**src/hw/panel_pkg.sv**
```systemverilog
`default_nettype none

package panel_pkg;

  ////////////////////////////////////////
  // widths
  ////////////////////////////////////////

  // accumulator and operand width
  localparam int ACC_W = 8;

  // board pin widths
  localparam int SW_W  = 11;
  localparam int BTN_W = 5;

  // all segments off, active low
  localparam logic [6:0] SEG_BLANK = 7'b111_1111;

  ////////////////////////////////////////
  // key positions on btn
  ////////////////////////////////////////

  localparam int KEY_ADD  = 0;
  localparam int KEY_CLR  = 1;
  localparam int KEY_MODE = 4;

  ////////////////////////////////////////
  // types
  ////////////////////////////////////////

  // panel mode, shown on led[8]
  typedef enum logic [0:0] {
    LOCKED = 1'b0,
    EDIT   = 1'b1
  } panel_state_t;

  // accumulator operation, qualified by op_valid
  typedef enum logic [0:0] {
    ACC_ADD   = 1'b0,
    ACC_CLEAR = 1'b1
  } acc_op_t;

endpackage

`default_nettype wire

```
**src/hw/sample_timer.sv**
```systemverilog
`timescale 1ns/1ps
`default_nettype none

module sample_timer #(
  parameter int DIV_FAST = 50000,
  parameter int DIV_SLOW = 500000
) (
  input  wire  clk_50m,
  input  wire  rst_n,
  input  logic slow_sel,
  output logic sample_tick
);

  // counter sized for the longer of the two periods
  localparam int DIV_MAX = (DIV_SLOW > DIV_FAST) ? DIV_SLOW : DIV_FAST;
  localparam int CNT_W   = $clog2(DIV_MAX + 1);

  logic [CNT_W-1:0] cnt_q;
  logic [CNT_W-1:0] reload_val;
  logic             slow_sel_q;
  logic             rate_change;

  // period minus one, since zero is a counted state
  assign reload_val = slow_sel ? CNT_W'(DIV_SLOW - 1) : CNT_W'(DIV_FAST - 1);

  // window switch seen this cycle
  assign rate_change = (slow_sel != slow_sel_q);

  ////////////////////////////////////////
  // down-counter
  ////////////////////////////////////////

  always_ff @(posedge clk_50m or negedge rst_n) begin
    if (!rst_n) begin
      cnt_q       <= CNT_W'(DIV_FAST - 1);
      slow_sel_q  <= 1'b0;
      sample_tick <= 1'b0;
    end else begin
      slow_sel_q <= slow_sel;
      if (rate_change) begin
        // restart at the new rate, no tick
        cnt_q       <= reload_val;
        sample_tick <= 1'b0;
      end else if (cnt_q == '0) begin
        cnt_q       <= reload_val;
        sample_tick <= 1'b1;
      end else begin
        cnt_q       <= cnt_q - 1'b1;
        sample_tick <= 1'b0;
      end
    end
  end

endmodule

`default_nettype wire

```
**src/hw/input_sampler.sv**
```systemverilog
`timescale 1ns/1ps
`default_nettype none

module input_sampler #(
  parameter type      payload_t    = logic,
  parameter payload_t RESET_VALUE  = '0,
  parameter int       STABLE_TICKS = 3
) (
  input  wire      clk_50m,
  input  wire      rst_n,
  input  logic     sample_tick,
  input  payload_t raw,
  output payload_t clean
);

  // enough bits to hold STABLE_TICKS
  localparam int CNT_W = $clog2(STABLE_TICKS + 1);

  payload_t         sync_q1;
  payload_t         sync_q2;
  payload_t         cand_q;
  logic [CNT_W-1:0] cnt_q;
  logic             same;
  logic             cnt_full;

  ////////////////////////////////////////
  // two-flop synchronizer
  ////////////////////////////////////////

  // reset to the idle level so no false edge follows reset
  always_ff @(posedge clk_50m or negedge rst_n) begin
    if (!rst_n) begin
      sync_q1 <= RESET_VALUE;
      sync_q2 <= RESET_VALUE;
    end else begin
      sync_q1 <= raw;
      sync_q2 <= sync_q1;
    end
  end

  ////////////////////////////////////////
  // stability filter
  ////////////////////////////////////////

  // sample matches the value under test
  assign same = (sync_q2 == cand_q);

  // counter saturates once the value is accepted
  assign cnt_full = (cnt_q == CNT_W'(STABLE_TICKS));

  always_ff @(posedge clk_50m or negedge rst_n) begin
    if (!rst_n) begin
      cand_q <= RESET_VALUE;
      cnt_q  <= CNT_W'(STABLE_TICKS);
      clean  <= RESET_VALUE;
    end else if (sample_tick) begin
      if (!same) begin
        // new value, start counting again
        cand_q <= sync_q2;
        cnt_q  <= '0;
      end else if (!cnt_full) begin
        cnt_q <= cnt_q + 1'b1;
        // last matching sample, pass it on
        if (cnt_q == CNT_W'(STABLE_TICKS - 1)) begin
          clean <= cand_q;
        end
      end
    end
  end

endmodule

`default_nettype wire

```
**src/hw/panel_ctrl.sv**
```systemverilog
`timescale 1ns/1ps
`default_nettype none

module panel_ctrl (
  input  wire                          clk_50m,
  input  wire                          rst_n,
  input  logic [panel_pkg::BTN_W-1:0]  btn_db,
  output logic                         op_valid,
  output panel_pkg::acc_op_t           op,
  output logic                         edit
);

  logic [panel_pkg::BTN_W-1:0] btn_q;
  logic [panel_pkg::BTN_W-1:0] fall;
  logic                        fall_add;
  logic                        fall_clr;
  logic                        fall_mode;
  panel_pkg::panel_state_t     state_q;

  ////////////////////////////////////////
  // key edge detect
  ////////////////////////////////////////

  // keys are active low, a press is 1 -> 0
  always_ff @(posedge clk_50m or negedge rst_n) begin
    if (!rst_n) begin
      btn_q <= '1;
    end else begin
      btn_q <= btn_db;
    end
  end

  assign fall = btn_q & ~btn_db;

  // only three keys matter
  assign fall_add  = fall[panel_pkg::KEY_ADD];
  assign fall_clr  = fall[panel_pkg::KEY_CLR];
  assign fall_mode = fall[panel_pkg::KEY_MODE];

  ////////////////////////////////////////
  // mode FSM
  ////////////////////////////////////////

  // mode key flips LOCKED <-> EDIT
  always_ff @(posedge clk_50m or negedge rst_n) begin
    if (!rst_n) begin
      state_q <= panel_pkg::LOCKED;
    end else if (fall_mode) begin
      if (state_q == panel_pkg::EDIT) begin
        state_q <= panel_pkg::LOCKED;
      end else begin
        state_q <= panel_pkg::EDIT;
      end
    end
  end

  assign edit = (state_q == panel_pkg::EDIT);

  ////////////////////////////////////////
  // operation issue
  ////////////////////////////////////////

  // one-cycle strobe in the cycle the edge is seen
  // mode key takes the cycle, nothing issued in LOCKED
  assign op_valid = edit && !fall_mode && (fall_add || fall_clr);

  // add beats clear on a tie
  assign op = fall_add ? panel_pkg::ACC_ADD : panel_pkg::ACC_CLEAR;

endmodule

`default_nettype wire

```
**src/hw/acc_unit.sv**
```systemverilog
`timescale 1ns/1ps
`default_nettype none

module acc_unit (
  input  wire                          clk_50m,
  input  wire                          rst_n,
  input  logic                         op_valid,
  input  panel_pkg::acc_op_t           op,
  input  logic [panel_pkg::ACC_W-1:0]  operand,
  output logic [panel_pkg::ACC_W-1:0]  acc,
  output logic                         carry
);

  // one extra bit catches the carry-out
  logic [panel_pkg::ACC_W:0] sum;

  assign sum = {1'b0, acc} + {1'b0, operand};

  ////////////////////////////////////////
  // accumulator and carry flag
  ////////////////////////////////////////

  // every op is taken in the cycle it arrives
  always_ff @(posedge clk_50m or negedge rst_n) begin
    if (!rst_n) begin
      acc   <= '0;
      carry <= 1'b0;
    end else if (op_valid) begin
      case (op)
        panel_pkg::ACC_ADD: begin
          // wraps modulo 2**ACC_W
          acc   <= sum[panel_pkg::ACC_W-1:0];
          // sticky until a clear
          carry <= carry | sum[panel_pkg::ACC_W];
        end
        panel_pkg::ACC_CLEAR: begin
          acc   <= '0;
          carry <= 1'b0;
        end
      endcase
    end
  end

endmodule

`default_nettype wire

```
**src/hw/seg7_decoder.sv**
```systemverilog
`timescale 1ns/1ps
`default_nettype none

module seg7_decoder (
  input  logic [3:0] nibble,
  output logic [6:0] seg
);

  ////////////////////////////////////////
  // hex glyph table
  ////////////////////////////////////////

  // bit order gfedcba, a lit segment is 0
  always_comb begin
    case (nibble)
      4'h0:    seg = 7'b100_0000;
      // 1 on b and c
      4'h1:    seg = 7'b111_1001;
      4'h2:    seg = 7'b010_0100;
      4'h3:    seg = 7'b011_0000;
      4'h4:    seg = 7'b001_1001;
      4'h5:    seg = 7'b001_0010;
      4'h6:    seg = 7'b000_0010;
      4'h7:    seg = 7'b111_1000;
      4'h8:    seg = 7'b000_0000;
      4'h9:    seg = 7'b001_0000;
      4'hA:    seg = 7'b000_1000;
      // lowercase b so it differs from 8
      4'hB:    seg = 7'b000_0011;
      4'hC:    seg = 7'b100_0110;
      // lowercase d so it differs from 0
      4'hD:    seg = 7'b010_0001;
      4'hE:    seg = 7'b000_0110;
      4'hF:    seg = 7'b000_1110;
      // x or z on the input
      default: seg = panel_pkg::SEG_BLANK;
    endcase
  end

endmodule

`default_nettype wire

```
**src/hw/mainframe.sv**
```systemverilog
`timescale 1ns/1ps
`default_nettype none

module mainframe #(
  parameter int DIV_FAST     = 50000,
  parameter int DIV_SLOW     = 500000,
  parameter int STABLE_TICKS = 3
) (
  input  wire                         clk_50m,
  input  wire                         rst_n,
  input  logic [panel_pkg::SW_W-1:0]  sw,
  input  logic [panel_pkg::BTN_W-1:0] btn,
  output logic [9:0]                  led,
  output logic [6:0]                  hex0,
  output logic [6:0]                  hex1,
  output logic [7:0]                  hex_on
);

  logic                         sample_tick;
  logic [panel_pkg::SW_W-1:0]   sw_db;
  logic [panel_pkg::BTN_W-1:0]  btn_db;
  logic                         op_valid;
  panel_pkg::acc_op_t           op;
  logic                         edit;
  logic [panel_pkg::ACC_W-1:0]  acc;
  logic                         carry;

  ////////////////////////////////////////
  // input conditioning
  ////////////////////////////////////////

  // top switch picks the slow window
  sample_timer #(.DIV_FAST(DIV_FAST), .DIV_SLOW(DIV_SLOW)) u_sample_timer (
    .clk_50m     (clk_50m),
    .rst_n       (rst_n),
    .slow_sel    (sw_db[panel_pkg::SW_W-1]),
    .sample_tick (sample_tick)
  );

  input_sampler #(
    .payload_t    (logic [panel_pkg::SW_W-1:0]),
    .RESET_VALUE  ('0),
    .STABLE_TICKS (STABLE_TICKS)
  ) sw_sampler (
    .clk_50m     (clk_50m),
    .rst_n       (rst_n),
    .sample_tick (sample_tick),
    .raw         (sw),
    .clean       (sw_db)
  );

  // buttons idle high
  input_sampler #(
    .payload_t    (logic [panel_pkg::BTN_W-1:0]),
    .RESET_VALUE  ('1),
    .STABLE_TICKS (STABLE_TICKS)
  ) btn_sampler (
    .clk_50m     (clk_50m),
    .rst_n       (rst_n),
    .sample_tick (sample_tick),
    .raw         (btn),
    .clean       (btn_db)
  );

  ////////////////////////////////////////
  // control and datapath
  ////////////////////////////////////////

  panel_ctrl u_panel_ctrl (
    .clk_50m  (clk_50m),
    .rst_n    (rst_n),
    .btn_db   (btn_db),
    .op_valid (op_valid),
    .op       (op),
    .edit     (edit)
  );

  acc_unit u_acc_unit (
    .clk_50m  (clk_50m),
    .rst_n    (rst_n),
    .op_valid (op_valid),
    .op       (op),
    .operand  (sw_db[panel_pkg::ACC_W-1:0]),
    .acc      (acc),
    .carry    (carry)
  );

  ////////////////////////////////////////
  // display and pins
  ////////////////////////////////////////

  seg7_decoder u_seg_lo (.nibble(acc[3:0]), .seg(hex0));
  seg7_decoder u_seg_hi (.nibble(acc[7:4]), .seg(hex1));

  // digits 1:0 on, the other six off
  assign hex_on = 8'b1111_1100;

  // carry, mode, then switch echo
  assign led = {carry, edit, sw_db[7:0]};

endmodule

`default_nettype wire

```
**config.mk**
```make
export PLATFORM = sky130hd
export DESIGN_NAME = mainframe
export DESIGN_NICKNAME = d
export VERILOG_FILES = /design/src/hw/panel_pkg.sv /design/src/hw/sample_timer.sv /design/src/hw/input_sampler.sv /design/src/hw/panel_ctrl.sv /design/src/hw/acc_unit.sv /design/src/hw/seg7_decoder.sv /design/src/hw/mainframe.sv
export SDC_FILE = /design/constraint.sdc
export NUM_CORES = 1
export LEC_CHECK = 0
export BUFFER_PORTS_ARGS = -buffer_cell sky130_fd_sc_hd__clkbuf_2
export CORE_MARGIN = 3
export CORE_UTILIZATION = 59
export CTS_CLUSTER_DIAMETER = 200
export DETAILED_ROUTE_END_ITERATION = 8
export GPL_TIMING_DRIVEN = 0
export PLACE_DENSITY_LB_ADDON = 0.12
export SLEW_MARGIN = 20
export SYNTH_ARGS = -nofsm -noshare
export SYNTH_HDL_FRONTEND = slang
export SYNTH_SLANG_ARGS = --single-unit
export TNS_END_PERCENT = 100
```
**constraint.sdc**
```tcl
create_clock -name clk_50m -period 2.8 [get_ports clk_50m]
set_input_delay 0.56 -clock clk_50m [delete_from_list [all_inputs] [get_ports clk_50m]]
set_output_delay 0.56 -clock clk_50m [all_outputs]
set_load 0.01 [all_outputs]
```
==> results of run 1 <==
[through the flow]
step,util,total power [mW]
2_1_floorplan,-,1.54
3_3_place_gp,0.674,1.59
3_5_place_dp,0.675,1.59
4_1_cts,0.700,2.44
5_1_grt,0.700,2.51
6_report,0.700,2.41
[report_power, final]
part / internal [mW] / switching, mW
sequential: 1.46 / 0.0208
combinational: 0.0371 / 0.0463
clock: 0.338 / 0.502
[per-layer routing]
metal,track usage,vias to the layer above
met1,0.245,1384
met2,0.294,46
met5,0,-
met3,0.0387,12
li1,-,1455
met4,0.0721,0
[worst min-delay path by stage]
stage	from	end	slack [ps]	cells after the start
global placement	sw_sampler.sync_q1[6]	sw_sampler.sync_q2[6]	330	0
global route	btn[3]	btn_sampler.sync_q1[3]	240	1
floorplan	rst_n	sw_sampler.cand_q[0]	260	0
detailed placement	sw_sampler.sync_q1[6]	sw_sampler.sync_q2[6]	340	0
CTS	btn[1]	btn_sampler.sync_q1[1]	250	1
finish	rst_n	u_sample_timer.cnt_q[10]	230	1
[logic make-up (layout without fill, tap and decap cells)]
kind of cell / Yosys count / after routing / share of synthesized area
flip-flops: 98 / 98 / 0.531
XOR/XNOR: 35 / 35 / 0.0653
AND/OR/NAND/NOR: 81 / 81 / 0.100
buffers and inverters: 34 / 91 / 0.0370
other: 2 / 8 / 0.00160
adder cells (fa/ha/maj): 27 / 27 / 0.0735
multiplexers: 42 / 42 / 0.103
AO/OA/AOI/OAI: 64 / 64 / 0.0882
[area by class of cell]
class / instances / area (um^2) / area share
Sequential cell: 98 / 2490 / 0.476
Buffer: 19 / 118 / 0.0224
Multi-Input combinational cell: 257 / 2050 / 0.391
Clock inverter: 7 / 60.1 / 0.0115
Tap cell: 99 / 124 / 0.0236
Inverter: 15 / 56.3 / 0.0107
Clock buffer: 9 / 124 / 0.0236
Timing Repair Buffer: 41 / 214 / 0.0408
[synthesized netlist by cell type, types with 6 or more instances]
master / instances / area, um^2
dfrtp_1: 64 / 1600
dfstp_2: 34 / 893
mux2_2: 30 / 338
ha_1: 26 / 325
xor2_1: 25 / 219
nor2_1: 19 / 71.3
a21oi_1: 17 / 85.1
inv_1: 15 / 56.3
nand2_1: 15 / 56.3
o21ai_0: 15 / 75.1
buf_4: 10 / 75.1
mux2i_1: 10 / 100
xnor2_1: 10 / 87.6
a22o_1: 6 / 52.6
nand3_1: 6 / 30.0
[cells in the final DEF (no fill, tap or decap), drive strengths merged, types with 5 or more instances in the layout]
cell type | synthesis | layout
xor2 | 25 | 25
o22ai | 5 | 5
nor4 | 7 | 7
o21ai | 15 | 15
dfstp | 34 | 34
inv | 15 | 18
ha | 26 | 26
buf | 14 | 14
a22o | 6 | 6
nand3 | 6 | 6
clkbuf | 5 | 55
mux2i | 10 | 10
nand2 | 16 | 16
xnor2 | 10 | 10
conb | 2 | 8
dfrtp | 64 | 64
mux2 | 30 | 30
a211oi | 5 | 5
a21oi | 18 | 18
nor2 | 20 | 20
[state kept, by name, summed over array words and instances, names as in the netlist, 3 cells and up]
signal and count:
u_sample_timer.cnt_q 19, sw_sampler.cand_q 11, sw_sampler.sync_q1 11, sw_sampler.sync_q2 11, sw_sampler.clean 9, u_acc_unit.acc 8
btn_sampler.cand_q 5, btn_sampler.sync_q1 5, btn_sampler.sync_q2 5, btn_sampler.clean 3, u_panel_ctrl.btn_q 3
[worst register-to-register path: cells and delay by family (launching register included)]
family	cells	cell delay [ps]
fa+ha+maj	2	700
xor+xnor	1	150
flops	1	490
compound gates	4	690
==> impl_metrics.json, run 1 <==
{
  "outcome": "finished, final reports clean",
  "num_vias": 2897,
  "hold_class": "in -> async",
  "rsz0062_at_grt": "no",
  "area_growth_pct": 11.6,
  "ys_seq_elements": 98,
  "drt-met1-wl_mm": 3.58,
  "critical_path_depth": 6,
  "rr_worst_depth": 7,
  "cp_slowest_cell": "dfrtp_1",
  "clock_sinks": 98,
  "cap_violations": 0,
  "final_cells": 545,
  "critPathCapture": "hex0[0]",
  "grt_max_degree": 99,
  "hold_viol": 0,
  "reg2reg_from": "u_acc_unit.acc[0]",
  "gp_congestion": 0.816,
  "syn_area_per_cell_um2": 12.3,
  "yosysWarnings": 0,
  "leakage_nw": 2.39,
  "fmax_ghz": 0.381,
  "hold_ws_ps": 235,
  "skew_ps": 10.5,
  "die_h_um": 95.2,
  "num_rows": 31,
  "clock_latency_ps": 360,
  "avgRoutedWirePerCell_um": 13.9,
  "cts_resized": 0,
  "wl_met2_mm": 3.62,
  "cts_inserted_buffers": 9,
  "dp.final_hpwl_mm": 5.50,
  "grt_util_all_layers": 0.183,
  "htreeDepth": 3,
  "worstReg2RegEnd": "u_acc_unit.acc[6]",
  "worst-slew-pin-transition_ps": 746,
  "grt_first_pass_wirelength_mm": 12.9,
  "n_fill_cell": 534,
  "vias_per_cell": 5.32,
  "synthFlopType": "dfrtp_1",
  "first_iter_violations": 159,
  "diodes": 0,
  "final_cell_area_um2": 5240,
  "ir_drop_uv": 368,
  "final.setup.worst_slack_ps": 178,
  "worstSetupStartpoint": "u_acc_unit.acc[1]",
  "antenna_found_initial": 0,
  "clock_path_buffers": 2,
  "cp_top_family": "simple AND/OR/NAND/NOR gates",
  "core_area_um2": 7490,
  "wirelength_mm": 7.58,
  "first_global_vias": 2845,
  "ys_types": 56,
  "synthCells": 383,
  "path_cells": "inv_1 -> ha_1 -> nor2b_1 -> or3b_2 -> o21ai_0 -> clkbuf_2",
  "netlist_area_um2": 4700,
  "worstSetupEndpointType": "primary output",
  "die_w_um": 95.2,
  "clk_pin_slew_ps": 90,
  "synth_edf_count": 0,
  "ys_seq_area_frac": 0.531,
  "rrSetupSlack_ps": 660,
  "layout_min_cycle_time_ps": 2620,
  "slew_headroom": 0.502,
  "cp-start-kind": "flip-flop",
  "portBuffers": 41,
  "dpl_cell_area_um2": 5060,
  "nNetsFinal": 486,
  "fin_crit_sh": 0.936,
  "drc": 0,
  "drive_above_1_share": 0.325,
  "cts_hold_repair.buffers": 0,
  "final-max-slew-violation-count": 0,
  "setup_viol": 0,
  "cts_tree": "built",
  "crit_buf_inv": 2,
  "fin_tns_setup_ps": 0,
  "die_area_um2": 9060,
  "dp_cells": 529,
  "powerDensity_nw_per_um2": 459,
  "antenna_left": 0,
  "crit_required_ps": 2240,
  "cts_setup_buffers": 0,
  "crit_type": "reg -> out",
  "drtPass1Iterations": 4,
  "cp_max_fo": 8,
  "highest-signal-layer": "met4",
  "critical_path.max_stage_delay_ps": 490,
  "synth-async-reset-ratio": 1.00,
  "clockRootBuffer": "clkbuf_8",
  "dp_slack_ps": 564,
  "io_pins": 50,
  "gr-total-overflow": 0,
  "start_util": 0.627,
  "cp.arrival_ps": 2060,
  "routed-wl-met3_um": 235
}
Note: power is estimated with default switching activity, not from simulation.
==> inputs of run 2 (changes only) <==
ABC_AREA = 1   (was not set)
==> impl_metrics.json, run 2 <==
{
  "outcome": "finished, final reports clean",
  "num_rows": 33,
  "clk_pin_slew_ps": 110,
  "crit_type": "reg -> out",
  "n_fill_cell": 681,
  "crit_buf_inv": 2,
  "ys_seq_elements": 98,
  "post-route-util": 0.689,
  "powerDensity_nw_per_um2": 443,
  "grt_max_degree": 99,
  "synthCells": 607,
  "drtPass1Iterations": 4,
  "diodes": 0,
  "yosysTopAreaCell": "dfrtp_1",
  "yosys-top-cells-count": "185 x nand2_1, 64 x dfrtp_1, 60 x inv_1, 52 x nor2_1, 39 x nand3_1",
  "synth_most_common_cell": "nand2_1",
  "gr-total-overflow": 0,
  "antenna_found_initial": 0,
  "io_pins": 50,
  "ys_seq_area_frac": 0.485,
  "netlist_area_um2": 5150,
  "avgRoutedWirePerCell_um": 12.5,
  "area_growth_pct": 11.7,
  "nNetsFinal": 711,
  "fin_crit_sh": 0.848,
  "htreeDepth": 3,
  "die_h_um": 99.4,
  "leakage_nw": 2.99,
  "cts_inserted_buffers": 9,
  "cts_setup_buffers": 0,
  "path_cells": "inv_1 -> ha_1 -> a21oi_1 -> o21ai_0 -> nand2_1 -> clkbuf_2",
  "die_area_um2": 9880,
  "clock_sinks": 98,
  "gp_congestion": 0.867,
  "mostFrequentLayoutCell": "nand2_1",
  "start_util": 0.617,
  "die_w_um": 99.4,
  "synth-async-reset-ratio": 1.00,
  "final.setup.worst_slack_ps": 425,
  "rsz0062_at_grt": "no",
  "clockRootBuffer": "clkbuf_8",
  "clock_latency_ps": 370,
  "hold_class": "in -> async",
  "worstSetupStartpoint": "u_acc_unit.acc[1]",
  "regMostFlops": "u_sample_timer.cnt_q",
  "vias_per_cell": 5.12,
  "cts_resized": 0,
  "worstSetupEndpointType": "primary output",
  "cp_top_family": "flip-flops",
  "synth_edf_count": 0,
  "wirelength_mm": 9.73,
  "final_cell_area_um2": 5750,
  "first_iter_violations": 155,
  "dp.final_hpwl_mm": 7.27,
  "dpl_cell_area_um2": 5540,
  "fin_tns_setup_ps": 0,
  "cp-start-kind": "flip-flop",
  "first_global_vias": 3918,
  "core_area_um2": 8340,
  "grt_first_pass_wirelength_mm": 16.9,
  "post-synth-top-area-fraction": 0.311,
  "grt_util_all_layers": 0.211,
  "skew_ps": 17.6,
  "layout_common_cells": "185 x nand2_1, 64 x dfrtp_1, 60 x inv_1",
  "fmax_ghz": 0.421,
  "yosysWarnings": 0,
  "num_vias": 3973,
  "final-max-slew-violation-count": 0,
  "critical_path.max_stage_delay_ps": 500,
  "dp_slack_ps": 822,
  "cp_max_fo": 7,
  "syn_area_per_cell_um2": 8.48,
  "drc": 0,
  "clock_path_buffers": 2,
  "ir_drop_uv": 369,
  "crit_required_ps": 2240,
  "portBuffers": 41,
  "cts_tree": "built",
  "reg2reg_from": "u_acc_unit.acc[0]",
  "layout_min_cycle_time_ps": 2370,
  "setup_viol": 0,
  "synthFlopType": "dfrtp_1",
  "synthTopCellsByArea": "dfrtp_1 31%, dfstp_2 17%, nand2_1 13%",
  "largest_reg_flops": 19,
  "cts_hold_repair.buffers": 0,
  "ys_types": 39,
  "hold_viol": 0,
  "antenna_left": 0,
  "drive_above_1_share": 0.221,
  "cap_violations": 0,
  "cp_slowest_cell": "dfrtp_1",
  "cp.arrival_ps": 1810
}
## run 2: cell count changes after synthesis, sizes merged, moves of 7 or more
| cell | delta |
|---|---|
| nand3 | +36 |
| xor2 | -17 |
| a21oi | +8 |
| nand4 | +10 |
| nor2 | +49 |
| inv | +50 |
| nand2 | +177 |
| mux2 | -29 |
| nor4 | -7 |
| mux2i | -10 |
## run 2: power by group
part | leakage [nW] | total (mW) | internal [mW] | switching [mW]
Combinational | 1.72 | 0.118 | 0.0462 | 0.0717
Sequential | 1.17 | 1.49 | 1.46 | 0.0262
Clock | 0.104 | 0.942 | 0.430 | 0.512
Total | 2.99 | 2.55 | 1.94 | 0.610
## run 2: path summary, 6_finish.rpt
path	cells past startpoint	to	slack [ps]
setup / recovery	6	hex0[3]	430
hold / removal	2	u_panel_ctrl.edit	210
setup reg to reg	8	u_acc_unit.carry	1060
hold reg to reg	0	btn_sampler.sync_q2[3]	350
max in group asynchronous	2	sw_sampler.cnt_q[0]	2180
min in group clk_50m	1	btn_sampler.sync_q1[2]	260
## run 2: area by class of cell
class	instances	area, um^2	area share
repair buffers	42	241	0.0420
plain buffers	21	151	0.0263
clock buffers	9	124	0.0215
well taps	105	131	0.0228
clock inverters	7	82.6	0.0144
flip-flops and latches	98	2490	0.434
inverters	66	248	0.0431
multi-input cells	428	2280	0.396
## run 2: layer usage
| layer | vias to the layer above | part of all wire | track usage |
|---|---|---|---|
| li1 | 2004 | - | - |
| met3 | 12 | 0.045 | 0.0372 |
| met4 | 0 | 0.015 | 0.0693 |
| met2 | 89 | 0.51 | 0.382 |
| met1 | 1868 | 0.43 | 0.256 |
| met5 | - | 0 | 0 |
## run 2: worst reg2reg max path, delay by kind of cell (launching register included)
family	cells	cell delay, ps
AO/OA/AOI/OAI	1	130
adder cells (fa/ha/maj)	2	670
flip-flops	1	460
AND/OR/NAND/NOR	5	390
## run 2: per-stage QoR
stage                     cells  hold slack [ps]  power, mW
after floorplan             613              264       1.57
after detailed placement    760              335       1.63
after global routing        776              226       2.66
after CTS                   776              236       2.59
after global placement      759              334       1.62
final                       776              210       2.55
## run 2: cell families (layout without fill, tap and decap cells)
family | count (synthesis) | after routing | synth area share
compound gates | 51 | 51 | 0.0561
xor+xnor | 18 | 18 | 0.0306
fa+ha+maj | 27 | 27 | 0.0671
buf+inv | 87 | 145 | 0.0775
flops | 98 | 98 | 0.485
mux | 1 | 1 | 0.00219
other cells | 2 | 8 | 0.00146
simple gates | 323 | 323 | 0.280
